$ cat src/common/mem_test_defs.svh
// Widths and register map are fixed at build time and must match the host driver
`ifndef MEM_TEST_DEFS_SVH
`define MEM_TEST_DEFS_SVH

// Bus widths
`define MT_ADDR_W 32
`define MT_DATA_W 64
`define MT_CSR_W 64
`define MT_CSR_IDX_W 3

// Write-side register indices
`define MT_CSR_RUN 3'd0
`define MT_CSR_STATUS_ADDR 3'd1
`define MT_CSR_RD_BASE 3'd2
`define MT_CSR_WR_BASE 3'd3
`define MT_CSR_MASK 3'd4
`define MT_CSR_CTRL 3'd5
`define MT_CSR_PACE 3'd6

// Read-side register indices
`define MT_CSR_PARAMS 3'd0
`define MT_CSR_RD_COUNT 3'd4
`define MT_CSR_WR_COUNT 3'd5
`define MT_CSR_STATE 3'd7

// Control register fields
`define MT_CTRL_RD_EN 0
`define MT_CTRL_WR_EN 1
`define MT_CTRL_STRIDE_LO 16
`define MT_CTRL_STRIDE_HI 31

// Pace register fields
`define MT_PACE_RD_LO 0
`define MT_PACE_RD_HI 7
`define MT_PACE_WR_LO 8
`define MT_PACE_WR_HI 15

`endif

$ cat src/common/mem_test_pkg.sv
// Types only; the defs header must be on the include path before this package compiles
`default_nettype none

`include "mem_test_defs.svh"

package mem_test_pkg;

    // Line address, one word per memory line
    typedef logic [`MT_ADDR_W-1:0] t_line_addr;

    // Event and cycle counters, one event per cycle at most
    typedef logic [31:0] t_counter;

    // Stride and rotating base offset
    typedef logic [15:0] t_stride;

    // Cycles between stream requests
    typedef logic [7:0] t_interval;

    // Run sequence, also read back by the host
    typedef enum logic [2:0]
    {
        RUN_IDLE,
        RUN_ACTIVE,
        RUN_DRAIN,
        RUN_STATUS,
        RUN_FINISH
    } t_run_state;

    // Request sources on the shared memory bus
    typedef enum logic [1:0]
    {
        SRC_RD,
        SRC_WR,
        SRC_STATUS
    } t_req_src;

endpackage

`default_nettype wire

$ cat src/hdl/mem_test_regs.sv
// Writes have no back-pressure; unlisted read indices return zero
`timescale 1ns/1ns
`default_nettype none

`include "mem_test_defs.svh"

module mem_test_regs
    import mem_test_pkg::*;
(
    input  wire logic                     clk,
    input  wire logic                     reset,
    input  wire logic                     csr_wr_en,
    input  wire logic [`MT_CSR_IDX_W-1:0] csr_wr_idx,
    input  wire logic [`MT_CSR_W-1:0]     csr_wr_data,
    input  wire logic [`MT_CSR_IDX_W-1:0] csr_rd_idx,
    output logic [`MT_CSR_W-1:0]          csr_rd_data,
    input  wire logic                     mem_rsp_valid,
    input  wire logic                     mem_rsp_write,
    input  wire t_run_state               run_state,
    output logic                          start,
    output t_counter                      run_cycles,
    output t_line_addr                    status_addr,
    output t_line_addr                    rd_base,
    output t_line_addr                    wr_base,
    output t_line_addr                    mask,
    output t_stride                       stride,
    output logic                          rd_enable,
    output logic                          wr_enable,
    output t_interval                     rd_interval,
    output t_interval                     wr_interval
);

    t_counter rd_count;
    t_counter wr_count;

    // ========================================
    // Configuration writes
    // ========================================

    always_ff @(posedge clk)
    begin
        // Region addresses carry no reset
        if (csr_wr_en && (csr_wr_idx == `MT_CSR_STATUS_ADDR))
        begin
            status_addr <= t_line_addr'(csr_wr_data);
        end
        if (csr_wr_en && (csr_wr_idx == `MT_CSR_RD_BASE))
        begin
            rd_base <= t_line_addr'(csr_wr_data);
        end
        if (csr_wr_en && (csr_wr_idx == `MT_CSR_WR_BASE))
        begin
            wr_base <= t_line_addr'(csr_wr_data);
        end

        if (reset)
        begin
            start       <= 1'b0;
            run_cycles  <= '0;
            mask        <= '0;
            stride      <= '0;
            rd_enable   <= 1'b0;
            wr_enable   <= 1'b0;
            rd_interval <= '0;
            wr_interval <= '0;
        end
        else
        begin
            // Run length write doubles as the start command
            start <= csr_wr_en && (csr_wr_idx == `MT_CSR_RUN);
            if (csr_wr_en && (csr_wr_idx == `MT_CSR_RUN))
            begin
                run_cycles <= t_counter'(csr_wr_data);
            end
            if (csr_wr_en && (csr_wr_idx == `MT_CSR_MASK))
            begin
                mask <= t_line_addr'(csr_wr_data);
            end
            if (csr_wr_en && (csr_wr_idx == `MT_CSR_CTRL))
            begin
                rd_enable <= csr_wr_data[`MT_CTRL_RD_EN];
                wr_enable <= csr_wr_data[`MT_CTRL_WR_EN];
                stride    <= csr_wr_data[`MT_CTRL_STRIDE_HI:`MT_CTRL_STRIDE_LO];
            end
            if (csr_wr_en && (csr_wr_idx == `MT_CSR_PACE))
            begin
                rd_interval <= csr_wr_data[`MT_PACE_RD_HI:`MT_PACE_RD_LO];
                wr_interval <= csr_wr_data[`MT_PACE_WR_HI:`MT_PACE_WR_LO];
            end
        end
    end

    // ========================================
    // Response counters
    // ========================================

    always_ff @(posedge clk)
    begin
        if (reset || start)
        begin
            rd_count <= '0;
            wr_count <= '0;
        end
        else if (mem_rsp_valid)
        begin
            // Status line response lands in the write count too
            if (mem_rsp_write)
            begin
                wr_count <= wr_count + 1'b1;
            end
            else
            begin
                rd_count <= rd_count + 1'b1;
            end
        end
    end

    // Host read-back
    always_comb
    begin
        case (csr_rd_idx)
            `MT_CSR_PARAMS:   csr_rd_data = `MT_CSR_W'(`MT_ADDR_W);
            `MT_CSR_RD_COUNT: csr_rd_data = `MT_CSR_W'(rd_count);
            `MT_CSR_WR_COUNT: csr_rd_data = `MT_CSR_W'(wr_count);
            // FSM state in the low byte
            `MT_CSR_STATE:    csr_rd_data = `MT_CSR_W'(8'(run_state));
            default:          csr_rd_data = '0;
        endcase
    end

endmodule

`default_nettype wire

$ cat src/hdl/run_control.sv
// Start is ignored unless idle; a zero cycle count still gives one active cycle
`timescale 1ns/1ns
`default_nettype none

`include "mem_test_defs.svh"

module run_control
    import mem_test_pkg::*;
(
    input  wire logic              clk,
    input  wire logic              reset,
    input  wire logic              start,
    input  wire t_counter          run_cycles,
    input  wire logic              rd_enable,
    input  wire logic              wr_enable,
    input  wire logic              issue,
    input  wire logic              mem_rsp_valid,
    input  wire logic              rd_req,
    input  wire logic              wr_req,
    input  wire logic              grant_status,
    output logic                   req_status,
    output logic [`MT_DATA_W-1:0]  status_data,
    output logic                   rd_run,
    output logic                   wr_run,
    output t_run_state             run_state,
    output logic                   busy
);

    t_counter cycles_rem;
    t_counter cycles_executed;
    t_counter outstanding;
    t_counter outstanding_next;
    logic     drained;

    // Requests on the bus minus responses back
    assign outstanding_next = outstanding + t_counter'(issue) - t_counter'(mem_rsp_valid);
    // Looking one cycle ahead lets busy drop right after the last response
    assign drained = (outstanding_next == '0);

    always_ff @(posedge clk)
    begin
        if (reset)
        begin
            outstanding <= '0;
        end
        else
        begin
            outstanding <= outstanding_next;
        end
    end

    // ========================================
    // Run sequencing
    // ========================================

    always_ff @(posedge clk)
    begin
        if (reset)
        begin
            run_state       <= RUN_IDLE;
            req_status      <= 1'b0;
            cycles_rem      <= '0;
            cycles_executed <= '0;
        end
        else
        begin
            case (run_state)
                RUN_IDLE:
                begin
                    if (start)
                    begin
                        run_state       <= RUN_ACTIVE;
                        cycles_rem      <= run_cycles;
                        cycles_executed <= '0;
                    end
                end
                RUN_ACTIVE:
                begin
                    cycles_rem      <= cycles_rem - 1'b1;
                    cycles_executed <= cycles_executed + 1'b1;
                    // Last active cycle
                    if (cycles_rem <= t_counter'(1))
                    begin
                        run_state <= RUN_DRAIN;
                    end
                end
                RUN_DRAIN:
                begin
                    cycles_executed <= cycles_executed + 1'b1;
                    if (drained && !rd_req && !wr_req)
                    begin
                        run_state  <= RUN_STATUS;
                        req_status <= 1'b1;
                    end
                end
                RUN_STATUS:
                begin
                    // Count is frozen here, so status data holds steady
                    if (grant_status)
                    begin
                        run_state  <= RUN_FINISH;
                        req_status <= 1'b0;
                    end
                end
                RUN_FINISH:
                begin
                    // Wait for the status line response
                    if (drained)
                    begin
                        run_state <= RUN_IDLE;
                    end
                end
                default:
                begin
                    run_state <= RUN_IDLE;
                end
            endcase
        end
    end

    assign status_data = {32'b0, cycles_executed};
    assign rd_run = (run_state == RUN_ACTIVE) && rd_enable;
    assign wr_run = (run_state == RUN_ACTIVE) && wr_enable;
    assign busy   = (run_state != RUN_IDLE);

    // A response implies a request already on the bus
    a_no_underflow: assert property (@(posedge clk) disable iff (reset)
        mem_rsp_valid |-> (outstanding != '0));

endmodule

`default_nettype wire

$ cat src/stream/stride_stream.sv
// Mask must be a contiguous low-order mask; region base plus offset is not range checked
`timescale 1ns/1ns
`default_nettype none

module stride_stream
    import mem_test_pkg::*;
(
    input  wire logic       clk,
    input  wire logic       reset,
    input  wire logic       start,
    input  wire logic       run,
    input  wire t_line_addr region_base,
    input  wire t_line_addr mask,
    input  wire t_stride    stride,
    input  wire t_interval  interval,
    input  wire logic       grant,
    output logic            req,
    output t_line_addr      req_addr
);

    t_line_addr offset;
    t_line_addr offset_next;
    t_stride    base;
    t_stride    base_max;
    t_interval  pace_cnt;
    logic       wrap;

    // Candidate next offset and region overflow check
    assign offset_next = offset + t_line_addr'(stride);
    assign wrap = |(offset_next & ~mask);

    // Last rotating base before returning to zero
    assign base_max = (stride == '0) ? '0 : ((stride - 1'b1) & t_stride'(mask));

    // Request whenever running and the pace counter has run out
    assign req = run && (pace_cnt == '0);
    assign req_addr = region_base + offset;

    // ========================================
    // Address walk and pacing
    // ========================================

    always_ff @(posedge clk)
    begin
        if (reset || start)
        begin
            offset   <= '0;
            base     <= '0;
            pace_cnt <= '0;
        end
        else if (grant)
        begin
            pace_cnt <= interval;
            if (wrap)
            begin
                // Back to the region head, shifted by the rotating base
                offset <= t_line_addr'(base);
                if (base >= base_max)
                begin
                    base <= '0;
                end
                else
                begin
                    base <= base + 1'b1;
                end
            end
            else
            begin
                offset <= offset_next;
            end
        end
        else if (pace_cnt != '0)
        begin
            pace_cnt <= pace_cnt - 1'b1;
        end
    end

    // Arbiter relies on a held address until the grant arrives
    a_addr_hold: assert property (@(posedge clk) disable iff (reset)
        (req && !grant) |=> $stable(req_addr));

endmodule

`default_nettype wire

$ cat src/hdl/mem_req_arbiter.sv
// One request per cycle at most; nothing is granted in a cycle with almost full high
`timescale 1ns/1ns
`default_nettype none

`include "mem_test_defs.svh"

module mem_req_arbiter
    import mem_test_pkg::*;
(
    input  wire logic                  clk,
    input  wire logic                  reset,
    input  wire logic                  rd_req,
    input  wire logic                  wr_req,
    input  wire logic                  req_status,
    input  wire t_line_addr            rd_addr,
    input  wire t_line_addr            wr_addr,
    input  wire t_line_addr            status_addr,
    input  wire logic [`MT_DATA_W-1:0] status_data,
    input  wire logic                  mem_almost_full,
    output logic                       grant_rd,
    output logic                       grant_wr,
    output logic                       grant_status,
    output logic                       issue,
    output logic                       mem_req_valid,
    output logic                       mem_req_write,
    output t_line_addr                 mem_req_addr,
    output logic [`MT_DATA_W-1:0]      mem_req_data
);

    logic [2:0] req_vec;
    logic [2:0] grant_vec;
    t_req_src   last_src;

    // Bit order follows t_req_src
    assign req_vec = {req_status, wr_req, rd_req};

    // Round robin, search starts just after the last winner
    always_comb
    begin
        int cand;
        grant_vec = '0;
        for (int i = 1; i <= 3; i++)
        begin
            cand = (int'(last_src) + i) % 3;
            if (req_vec[cand] && (grant_vec == '0) && !mem_almost_full)
            begin
                grant_vec[cand] = 1'b1;
            end
        end
    end

    assign grant_rd     = grant_vec[SRC_RD];
    assign grant_wr     = grant_vec[SRC_WR];
    assign grant_status = grant_vec[SRC_STATUS];

    // ========================================
    // Registered request bus
    // ========================================

    always_ff @(posedge clk)
    begin
        // Payload follows the grant, valid alone is reset
        mem_req_write <= grant_wr || grant_status;
        mem_req_addr  <= grant_status ? status_addr : (grant_wr ? wr_addr : rd_addr);
        // Stream writes carry zero data
        mem_req_data  <= grant_status ? status_data : '0;

        if (reset)
        begin
            mem_req_valid <= 1'b0;
            last_src      <= SRC_STATUS;
        end
        else
        begin
            mem_req_valid <= |grant_vec;
            if (grant_rd)
            begin
                last_src <= SRC_RD;
            end
            else if (grant_wr)
            begin
                last_src <= SRC_WR;
            end
            else if (grant_status)
            begin
                last_src <= SRC_STATUS;
            end
        end
    end

    // Issue strobe for the outstanding count
    assign issue = mem_req_valid;

    a_grant_onehot: assert property (@(posedge clk) disable iff (reset)
        $onehot0(grant_vec));
    // Back-pressure seen in one cycle blocks the bus in the next
    a_no_issue_full: assert property (@(posedge clk) disable iff (reset)
        mem_almost_full |=> !mem_req_valid);

endmodule

`default_nettype wire

$ cat src/hdl/mem_test_top.sv
// Memory must return exactly one response per request and accept one request per cycle
`timescale 1ns/1ns
`default_nettype none

`include "mem_test_defs.svh"

module mem_test_top
    import mem_test_pkg::*;
(
    input  wire logic                     clk,
    input  wire logic                     reset,
    input  wire logic                     csr_wr_en,
    input  wire logic [`MT_CSR_IDX_W-1:0] csr_wr_idx,
    input  wire logic [`MT_CSR_W-1:0]     csr_wr_data,
    input  wire logic [`MT_CSR_IDX_W-1:0] csr_rd_idx,
    output logic [`MT_CSR_W-1:0]          csr_rd_data,
    output logic                          mem_req_valid,
    output logic                          mem_req_write,
    output t_line_addr                    mem_req_addr,
    output logic [`MT_DATA_W-1:0]         mem_req_data,
    input  wire logic                     mem_almost_full,
    input  wire logic                     mem_rsp_valid,
    input  wire logic                     mem_rsp_write,
    output logic                          busy
);

    // Configuration
    logic       start;
    t_counter   run_cycles;
    t_line_addr status_addr;
    t_line_addr rd_base;
    t_line_addr wr_base;
    t_line_addr mask;
    t_stride    stride;
    logic       rd_enable;
    logic       wr_enable;
    t_interval  rd_interval;
    t_interval  wr_interval;

    // Run control and arbitration
    t_run_state              run_state;
    logic                    rd_run;
    logic                    wr_run;
    logic                    issue;
    logic                    rd_req;
    logic                    wr_req;
    logic                    req_status;
    logic                    grant_rd;
    logic                    grant_wr;
    logic                    grant_status;
    t_line_addr              rd_addr;
    t_line_addr              wr_addr;
    logic [`MT_DATA_W-1:0]   status_data;

    mem_test_regs u_regs (
        .clk, .reset, .csr_wr_en, .csr_wr_idx, .csr_wr_data, .csr_rd_idx, .csr_rd_data,
        .mem_rsp_valid, .mem_rsp_write, .run_state, .start, .run_cycles,
        .status_addr, .rd_base, .wr_base, .mask, .stride,
        .rd_enable, .wr_enable, .rd_interval, .wr_interval
    );

    run_control u_run_control (
        .clk, .reset, .start, .run_cycles, .rd_enable, .wr_enable, .issue,
        .mem_rsp_valid, .rd_req, .wr_req, .grant_status, .req_status, .status_data,
        .rd_run, .wr_run, .run_state, .busy
    );

    // Read stream
    stride_stream u_rd_stream (
        .clk, .reset, .start,
        .run         (rd_run),
        .region_base (rd_base),
        .mask, .stride,
        .interval    (rd_interval),
        .grant       (grant_rd),
        .req         (rd_req),
        .req_addr    (rd_addr)
    );

    // Write stream
    stride_stream u_wr_stream (
        .clk, .reset, .start,
        .run         (wr_run),
        .region_base (wr_base),
        .mask, .stride,
        .interval    (wr_interval),
        .grant       (grant_wr),
        .req         (wr_req),
        .req_addr    (wr_addr)
    );

    mem_req_arbiter u_arbiter (
        .clk, .reset, .rd_req, .wr_req, .req_status, .rd_addr, .wr_addr,
        .status_addr, .status_data, .mem_almost_full,
        .grant_rd, .grant_wr, .grant_status, .issue,
        .mem_req_valid, .mem_req_write, .mem_req_addr, .mem_req_data
    );

endmodule

`default_nettype wire

$ cat config.mk
export PLATFORM = sky130hd
export DESIGN_NAME = mem_test_top
export DESIGN_NICKNAME = d
export VERILOG_FILES = /design/src/common/mem_test_pkg.sv /design/src/hdl/mem_test_regs.sv /design/src/hdl/run_control.sv /design/src/stream/stride_stream.sv /design/src/hdl/mem_req_arbiter.sv /design/src/hdl/mem_test_top.sv
export VERILOG_INCLUDE_DIRS = /design/src /design/src/common
export SDC_FILE = /design/constraint.sdc
export NUM_CORES = 1
export LEC_CHECK = 0
export ABC_AREA = 1
export BUFFER_PORTS_ARGS = -buffer_cell sky130_fd_sc_hd__buf_2
export CAP_MARGIN = 30
export CORE_ASPECT_RATIO = 1.5
export CORE_MARGIN = 2
export CORE_UTILIZATION = 40
export CTS_BUF_LIST = sky130_fd_sc_hd__clkbuf_8
export DETAILED_ROUTE_END_ITERATION = 6
export GPL_TIMING_DRIVEN = 0
export PLACE_DENSITY = 0.66
export SYNTH_ARGS = -nofsm -noshare
export SYNTH_HDL_FRONTEND = slang
export SYNTH_SLANG_ARGS = --single-unit
$ cat constraint.sdc
create_clock -name clk -period 6 [get_ports clk]
set_input_delay 1.2 -clock clk [delete_from_list [all_inputs] [get_ports clk]]
set_output_delay 1.2 -clock clk [all_outputs]
set_load 0.01 [all_outputs]
Yosys cells after proc, flatten, opt, wreduce, memory -nomap -nowiden
Index checks and enable logic that the tools add are counted.

storage, ports and cells
  bits in registers = 539
  bits of input ports = 76
  output and inout port bits = 163

operators by class
  add/sub/neg operators = 18
  div/mod/pow operators = 3
  $lt $le $gt $ge = 9
  eq/ne operators = 18
  muxes and demuxes = 46
  bitwise logic cells = 7
  reductions and logical operators = 58

operators with widths
  cell                                                             number
  2-to-1 mux 32 bit                                                6
  case mux 32 bit (2 select lines)                                 2
  case mux 32 bit (4 select lines)                                 1
  adder 32 x 1 -> 32 bit, second input constant                    3
  >= comparator 32 x 1 -> 1 bit, second input constant             3
  less-than comparator 32 x 4 -> 1 bit, second input constant      3
  modulo 32 x 3 -> 32 bit, second input constant                   3
  adder 32 x 16 -> 32 bit                                          2
  adder 32 bit                                                     2
  bitwise AND 32 bit                                               2
  OR reduction 32 bit                                              2
  2-to-1 mux 16 bit                                                3
  adder 16 x 1 -> 16 bit, second input constant                    2
  adder 32 x 1 -> 32 bit                                           1
  >= comparator 16 bit                                             2
  less-or-equal comparator 32 x 1 -> 1 bit, second input constant  1
  logical NOT 32 bit                                               1
  2-to-1 mux 8 bit                                                 4
  inverter 32 bit                                                  1
  subtractor 32 x 1 -> 32 bit                                      1
  subtractor 32 x 1 -> 32 bit, second input constant               1
  2-to-1 mux 3 bit                                                 8
  equality test 3 bit, second input constant                       7
  logical AND 1 bit                                                21
  other kinds (30)                                                 77

Logic depth before layout (Yosys ltp)
Gate-level depths: netlist (run 1).

  word-level depth = 19
  mapped depth = 26
  mapped depth without buffers = 25

Hierarchy
From an unflattened synthesis (run 1), not the netlist that was laid out.

unflattened totals
  cells, all modules = 5572
  area total of the unflattened synthesis = 36745.2 µm²

modules (own cells, without submodules)
  module                       instances  cells each  area an instance (µm²)  sequential area each (µm²)
  mem_test_regs                1          1188        10326.2                 6145.9
  run_control                  1          1309        7762.4                  2001.9
  stride_stream (u_rd_stream)  1          1294        7449.6                  1121.1
  stride_stream (u_wr_stream)  1          1275        7360.8                  1121.1
  mem_req_arbiter              1          506         3846.2                  2001.9

Worst setup path after synthesis (run 1)
OpenSTA, ideal clock, no wires.

  path kind = input -> register
  start point = in csr_wr_en
  end point = reg u_regs.wr_base[0] (enable)
  setup time = 0.461 ns
  data arrival time = 3.570 ns
  required time = 5.539 ns
  path slack = 1.969 ns
  cell stages on the path = 4
  buffers on the path = 0
  path through = inv_1 nor2_1 inv_1 nor3_1

between the ends
  longest elaborated chain between the ends = 1

RTL lines
  what                  line                 text
  start, declared       mem_test_top.sv:12   input wire logic csr_wr_en,
  logical AND 1 bit     mem_test_regs.sv:51  if (csr_wr_en && (csr_wr_idx == `MT_CSR_WR_BASE))
  end signal, assigned  mem_test_regs.sv:53  wr_base <= t_line_addr'(csr_wr_data);
  end, declared         mem_test_regs.sv:24  output t_line_addr wr_base,

Every way passes these cells.
A chain may end at the register's enable or synchronous reset.

Worst setup path after layout (run 1)
  start point = reg u_regs.stride[1]
  end point = reg u_rd_stream.base[9]

between the ends
  longest elaborated chain between the ends = 5
  elaborated cells between the ends (all ways) = 10
  classes of those cells = add/sub (2); order compare (1); mux (2); bitwise (2); reduce/logical (3)

RTL lines
  what                         line                 text
  start, declared              mem_test_regs.sv:26  output t_stride stride,
  start signal, assigned       mem_test_regs.sv:83  stride <= csr_wr_data[`MT_CTRL_STRIDE_HI:`MT_CTRL_STRIDE_LO];
  subtractor 16 x 1 -> 16 bit  stride_stream.sv:33  assign base_max = (stride == '0) ? '0 : ((stride - 1'b1) & t_stride'(mask));
  bitwise AND 16 bit           stride_stream.sv:33
  2-to-1 mux 16 bit            stride_stream.sv:33
  >= comparator 16 bit         stride_stream.sv:58  if (base >= base_max)
  2-to-1 mux 16 bit            stride_stream.sv:58
  end signal, assigned         stride_stream.sv:64  base <= base + 1'b1;
  end, declared                stride_stream.sv:23  t_stride base;

Parallel ways exist; a longest one is shown, timed or not.

==> results of run 1 <==
-- layer usage --
| metal | vias up | global-route usage (%) | share of wire (%) |
|---|---|---|---|
| met5 | - | 0 | 0 |
| met4 | 0 | 23.4 | 9.5 |
| met3 | 437 | 5.16 | 6.4 |
| met2 | 1252 | 48.7 | 48 |
| met1 | 15500 | 29.5 | 36 |
| li1 | 16500 | - | - |
-- stage by stage --
stage                     hold WS (ps)  power (mW)  utilization [%]
after global placement             425        12.8             43.1
after CTS                          447        16.3             45.3
after global routing               460        17.5             45.3
after floorplan                    419        10.4                -
after detailed placement           432        12.9             43.2
final                              444        16.3             45.3
-- worst paths after layout --
| kind | slack (ps) | cells after the start | start | endpoint |
|---|---|---|---|---|
| min | 440 | 2 | u_regs.status_addr[17] | u_arbiter.mem_req_addr[17] |
| max reg2reg | 1740 | 22 | u_regs.stride[1] | u_rd_stream.base[9] |
| min reg2reg | 440 | 2 | u_regs.status_addr[17] | u_arbiter.mem_req_addr[17] |
| max | 1740 | 22 | u_regs.stride[1] | u_rd_stream.base[9] |
-- flip-flops by register name, summed over array words and instances (netlist names), 2 cells and up --
name,cells
u_regs.status_addr,32
u_run_control.outstanding,32
u_regs.rd_count,32
u_run_control.cycles_rem,32
u_regs.rd_base,32
u_arbiter.mem_req_data,32
u_arbiter.mem_req_addr,32
u_wr_stream.offset,32
u_rd_stream.pace_cnt,8
u_run_control.cycles_executed,32
u_arbiter.last_src,2
u_regs.rd_interval,8
u_wr_stream.base,16
u_run_control.run_state,3
u_wr_stream.pace_cnt,8
u_rd_stream.base,16
u_regs.run_cycles,32
u_regs.wr_interval,8
u_regs.stride,16
u_regs.mask,32
u_rd_stream.offset,32
u_regs.wr_count,32
u_regs.wr_base,32
-- power groups by stage --
stage	clock network [mW]	registers [mW]	logic, mW
finish	3.34	4.70	8.31
global route	3.56	4.73	9.21
CTS	3.41	4.68	8.19
detailed placement	0	4.76	8.16
global placement	0	4.75	8.09
floorplan	0	4.58	5.85
-- kinds of logic after synthesis --
| logic type | count (synthesis) | synth area share, % |
|---|---|---|
| xor gates and xnor gates | 155 | 4.02 |
| and+or+nand+nor | 2232 | 28.9 |
| DFF | 539 | 34.8 |
| buffers and inverters | 891 | 11.1 |
| AOI/OAI and AO/OA | 885 | 14.4 |
| adders and majority gates | 179 | 6.75 |
| other | 1 | 0.0111 |
-- final cells by class --
class / instances / area, µm²
tap: 1122 / 1400
clock buffer: 101 / 1390
fill: 8812 / 45800
clock inverter: 57 / 370
multi-input combinational: 3515 / 18500
sequential: 539 / 11800
inverter: 696 / 2620
antenna: 2 / 5.00
buffer: 195 / 1140
timing repair buffer: 147 / 790
-- critical path, cell delays in order, from the launching register on --
cell and delay, ps:
dfxtp_1 400, inv_1 140, nand3_1 110, or2_2 300, nor2_1 160, nand2_1 70, inv_1 90, nand2_1 90
nor3_1 350, nand3_1 170, a21oi_1 170, o211ai_1 240, ha_1 380, nand2_1 70, inv_1 50, nand3_1 80
nor3_1 200, nand2_1 80, nand3_1 280, clkbuf_1 440, nor2_1 80, nand3_1 100, a21oi_1 70
-- placed cells by master (no fill, tap or decap), types with 7 or more instances in the layout --
| master | Yosys | layout |
|---|---|---|
| a211oi_1 | 16 | 16 |
| a21oi_1 | 410 | 410 |
| a31oi_1 | 12 | 12 |
| and2_1 | 8 | 8 |
| buf_2 | 25 | 166 |
| buf_4 | 70 | 70 |
| buf_6 | 14 | 17 |
| clkbuf_1 | 84 | 84 |
| clkbuf_8 | 0 | 101 |
| clkinv_2 | 0 | 11 |
| conb_1 | 1 | 64 |
| dfxtp_1 | 443 | 443 |
| edfxtp_1 | 96 | 96 |
| ha_1 | 174 | 174 |
| inv_1 | 666 | 701 |
| inv_2 | 24 | 24 |
| nand2_1 | 1036 | 1036 |
| nand2_2 | 10 | 10 |
| nand3_1 | 348 | 348 |
| nand3b_1 | 18 | 18 |
| nand4_1 | 68 | 68 |
| nor2_1 | 503 | 500 |
| nor2_2 | 16 | 17 |
| nor2_4 | 5 | 7 |
| nor3_1 | 125 | 124 |
| nor3_2 | 29 | 30 |
| nor4_1 | 34 | 34 |
| o211ai_1 | 30 | 30 |
| o211ai_2 | 7 | 7 |
| o21a_1 | 16 | 16 |
| o21ai_0 | 297 | 297 |
| o21ai_1 | 25 | 25 |
| o21bai_1 | 9 | 9 |
| o22ai_1 | 30 | 30 |
| xnor2_1 | 35 | 35 |
| xor2_1 | 120 | 120 |
==> summary.txt, run 1 <==
Clock network
  – H-tree depth: 3
  – Hold_buf cts: 0
  – CTS Root Cell: clkbuf_8
  – CTS tree: done
  – Clock buffer depth: 3
  – Total clock sinks: 539
  – Clock latency on the worst-skew pair: 790 ps
  – Clk pin slew, worst setup/hold paths: 70 ps
  – Num CTS Buffers: 88
  – Post-CTS Setup Bufs: 0
  – Resized cells post-CTS: 0

Synthesis
  – #FFs+latches synth: 539
  – Post-Syn Area per Cell: 6.92 µm²
  – Area contributors post-synth: dfxtp_1, nand2_1, edfxtp_1
  – Seq/Total Area, Yosys: 34.8%
  – Most used standard cell by instance count after synthesis: nand2_1
  – Top cells by count, synth: nand2_1, inv_1, nor2_1
  – Distinct cells, synth: 67
  – Yosys warns: 0
  – Synth area leader: dfxtp_1
  – EDFF count, synth: 96
  – Post-synth ARST share: 0%
  – Top FF cell, synth: dfxtp_1
  – Area share of the largest cell type after synthesis: 26.3%
  – Cells after Synth: 4882
  – Synth Cell Area: 33800 µm²

Power and ir drop
  – Clock share of power: 20.4%
  – Sw Share: 48.5%
  – Net load switching power: 7.93 mW
  – Peak supply drop: 337 µV
  – Leak Pwr: 17.2 nW
  – Int Power: 8.42 mW
  – Sequential power share: 28.8%
  – Share of total power in combinational logic: 50.8%
  – Power Density: 431 nW/µm²

Routing
  – Routed len/inst: 19.5 µm
  – Router iterations before antenna repair: 6
  – Drt via density: 5.28
  – Vias: 33.7k
  – DRC viols: 0
  – 1st-iter DRT viols: 2365
  – WL final: 125000 µm
  – Post-route ant nets: 0

Placed design
  – Placed Cells: 6214
  – DP Wirelength: 97500 µm
  – Placed Area: 36200 µm²
  – RePlAce Congestion: 1.01
  – IO buf count: 141
  – Setup WS pre-CTS: 1590 ps

STA
  – Minimum clock period: 4260 ps
  – Setup TNS: 0 ps
  – Worst-Margin Slew: 1000 ps
  – RSZ-0062 raised after global routing: false
  – Max Fclk: 235 MHz
  – Worst Skew: 45.1 ps
  – Final Setup Violations: 0
  – Final worst slack: 1740 ps
  – Final hold vios: 0
  – Final cycle utilization of the critical path: 70.9%
  – Max Transition Viols Final: 0
  – Slew HR: 32.4%

Global route
  – Vias in the first global route: 32.1k
  – Largest net degree at the start of global routing: 33
  – Antenna violations before repair: 7
  – Global-route wire length before repair: 184000 µm
  – Gr ovfl total: 0
  – GRT Util Overall: 28.2%

Die
  – # IOs: 239
  – Row count: 130
  – Die X: 241 µm
  – Core Region: 83800 µm²
  – Die Height: 360 µm
  – Die area: 86800 µm²
  – Initial Utilization: 40.3%

Worst setup path
  – Critical path capture point type: flop
  – Startpoint types: flop
  – Worst EP arrival: 4880 ps
  – Req. time, crit path: 6620 ps
  – Worst Path Max Fanout: 10
  – Kind of critical path: flop to flop

Final layout
  – Nets: 5437
  – Fin cells: 6374
  – Layout cells sized above 1: 9.64%
  – Area Growth Syn to Fin: 12.5%
  – Post-route cell area: 38000 µm²

Status
  – Status: finished, final reports clean

Min path
  – HP Class: flop to flop

Run
  – Max Cap Viol: 0
Note: power is estimated with default switching activity, not from simulation.
==> run 2, diff against run 1 <==
Clock period 6 ns to 4.4 ns, I/O delays scaled along.
==> summary.txt, run 2 (synthesis gave the netlist of run 1 again) <==
STA
  – Worst Skew: 46.8 ps
  – Final worst slack: 515 ps
  – Worst-Margin Slew: 997 ps
  – Final Setup Violations: 0
  – Minimum clock period: 3890 ps
  – Max Fclk: 257 MHz
  – Final cycle utilization of the critical path: 88.3%
  – Slew HR: 33.6%
  – Final hold vios: 0
  – Max Transition Viols Final: 0
  – RSZ-0062 raised after global routing: false

Worst setup path
  – Req. time, crit path: 5020 ps
  – Startpoint types: flop
  – Kind of critical path: flop to flop
  – Critical path capture point type: flop
  – Worst EP arrival: 4510 ps
  – R2r setup slk: 510 ps
  – Worst Path Max Fanout: 10

Routing
  – Drt via density: 5.28
  – 1st-iter DRT viols: 2435
  – Routed len/inst: 19.5 µm
  – Vias: 33.7k
  – Post-route ant nets: 0
  – Router iterations before antenna repair: 7
  – DRC viols: 5
  – WL final: 124000 µm

Global route
  – Gr ovfl total: 0
  – GR Util met1: 29.5%
  – Global-route wire length before repair: 184000 µm
  – Largest net degree at the start of global routing: 33
  – GRT Util Overall: 28.2%
  – Busiest grt layer: met2
  – Antenna violations before repair: 7
  – Met3 Resource Use GR: 5.16%
  – Vias in the first global route: 32.1k
  – M2 GR Usage: 48.7%

Clock network
  – Num CTS Buffers: 88
  – CTS tree: done
  – Clk pin slew, worst setup/hold paths: 60 ps
  – Clock latency on the worst-skew pair: 800 ps
  – Total clock sinks: 539
  – Clock buffer depth: 3
  – CTS Root Cell: clkbuf_8
  – H-tree depth: 3
  – Hold_buf cts: 0

Die
  – Row count: 130
  – Die area: 86800 µm²
  – Die X: 241 µm
  – Die Height: 360 µm
  – Core Region: 83800 µm²
  – # IOs: 239
  – Initial Utilization: 40.3%

Run
  – Max Cap Viol: 0

Power and ir drop
  – Peak supply drop: 459 µV
  – Power Density: 587 nW/µm²
  – Leak Pwr: 17.2 nW

Placed design
  – DP Wirelength: 97500 µm
  – Setup WS pre-CTS: 206 ps
  – RePlAce Congestion: 1.01
  – IO buf count: 141
  – Placed Cells: 6214

Final layout
  – Commonest non-fill, non-tap cells in the layout: nand2_1, inv_1, nor2_1, dfxtp_1, a21oi_1
  – Commonest non-fill, non-tap cell in the layout: nand2_1
  – Nets: 5440
  – Fin cells: 6380
  – Layout cells sized above 1: 9.77%
  – Area Growth Syn to Fin: 12.6%

Status
  – Status: finished with violations
  – Failing checks: design-rule violations

Min path
  – HP Class: input pin to flop
==> run 2: cell count changes in the layout (fill, tap and decap cells not counted), sizes merged <==
cell    before  now
buf        257  261
diode        2    5
clkbuf     186  185
==> run 2: worst max-delay path, cell delays in order (launching register included) <==
cell      delay [ps]
dfxtp_1          400
inv_1            140
nand3_1          110
or2_2            290
nor2_1           160
nand2_1           70
inv_1             90
nand2_1          100
nor3_2           220
nand3_1          140
a21oi_1          160
o211ai_1         100
buf_4            170
ha_1             290
nand2_1           70
inv_1             50
nand3_1           80
nor3_1           210
nand2_1           80
nand3_1          280
clkbuf_2         320
nor2_1            70
nand3_1           90
a21oi_1           70
==> run 2: power by group <==
part	internal (mW)	switching (mW)
Sequential	5.70	0.710
Clock	2.25	2.31
Combinational	3.54	7.81
==> run 2: layout make-up <==
| class | count | area, µm² |
|---|---|---|
| repair buffers | 150 | 812 |
| well taps | 1122 | 1400 |
| clock inverters | 57 | 370 |
| plain buffers | 195 | 1150 |
| flip-flops and latches | 539 | 11800 |
| inverters | 696 | 2620 |
| diodes | 5 | 12.5 |
| clock buffers | 101 | 1390 |
| multi-input cells | 3515 | 18500 |
| fillers | 8817 | 45800 |
==> run 2: path summary, 6_finish.rpt <==
kind	from	endpoint	cells past startpoint
worst min-delay path	csr_wr_data[0]	u_regs.wr_base[0]	1
worst max-delay path	u_regs.stride[1]	u_rd_stream.base[9]	23
worst min register to register	u_regs.status_addr[17]	u_arbiter.mem_req_addr[17]	2
worst max register to register	u_regs.stride[1]	u_rd_stream.base[9]	23
==> run 2: stage by stage <==
stage / hold WS (ps) / total power [mW] / instance area, µm² / setup TNS, ps / utilization (%)
after floorplan: 419 / 14.2 / 34000 / 0 / -
after global placement: 425 / 17.5 / 36100 / -39230 / 43.1
after detailed placement: 432 / 17.6 / 36200 / 0 / 43.2
after CTS: 363 / 22.2 / 38000 / 0 / 45.3
after global routing: 384 / 23.9 / 38000 / 0 / 45.4
final: 398 / 22.3 / 38000 / 0 / 45.4
==> run 2: repair_timing <==
item	in CTS	in global routing
endpoints found under the setup margin	0	20
hold endpoints to repair	0	0
resized for setup	0	8
buffers inserted	0	3
==> run 2: metal layers <==
layer	up-vias	wire, µm	share of wire (%)
met1	15400	44900	36
met5	-	0	0
met2	1282	60000	48
met4	0	11600	9.3
li1	16600	-	-
met3	428	7930	6.4
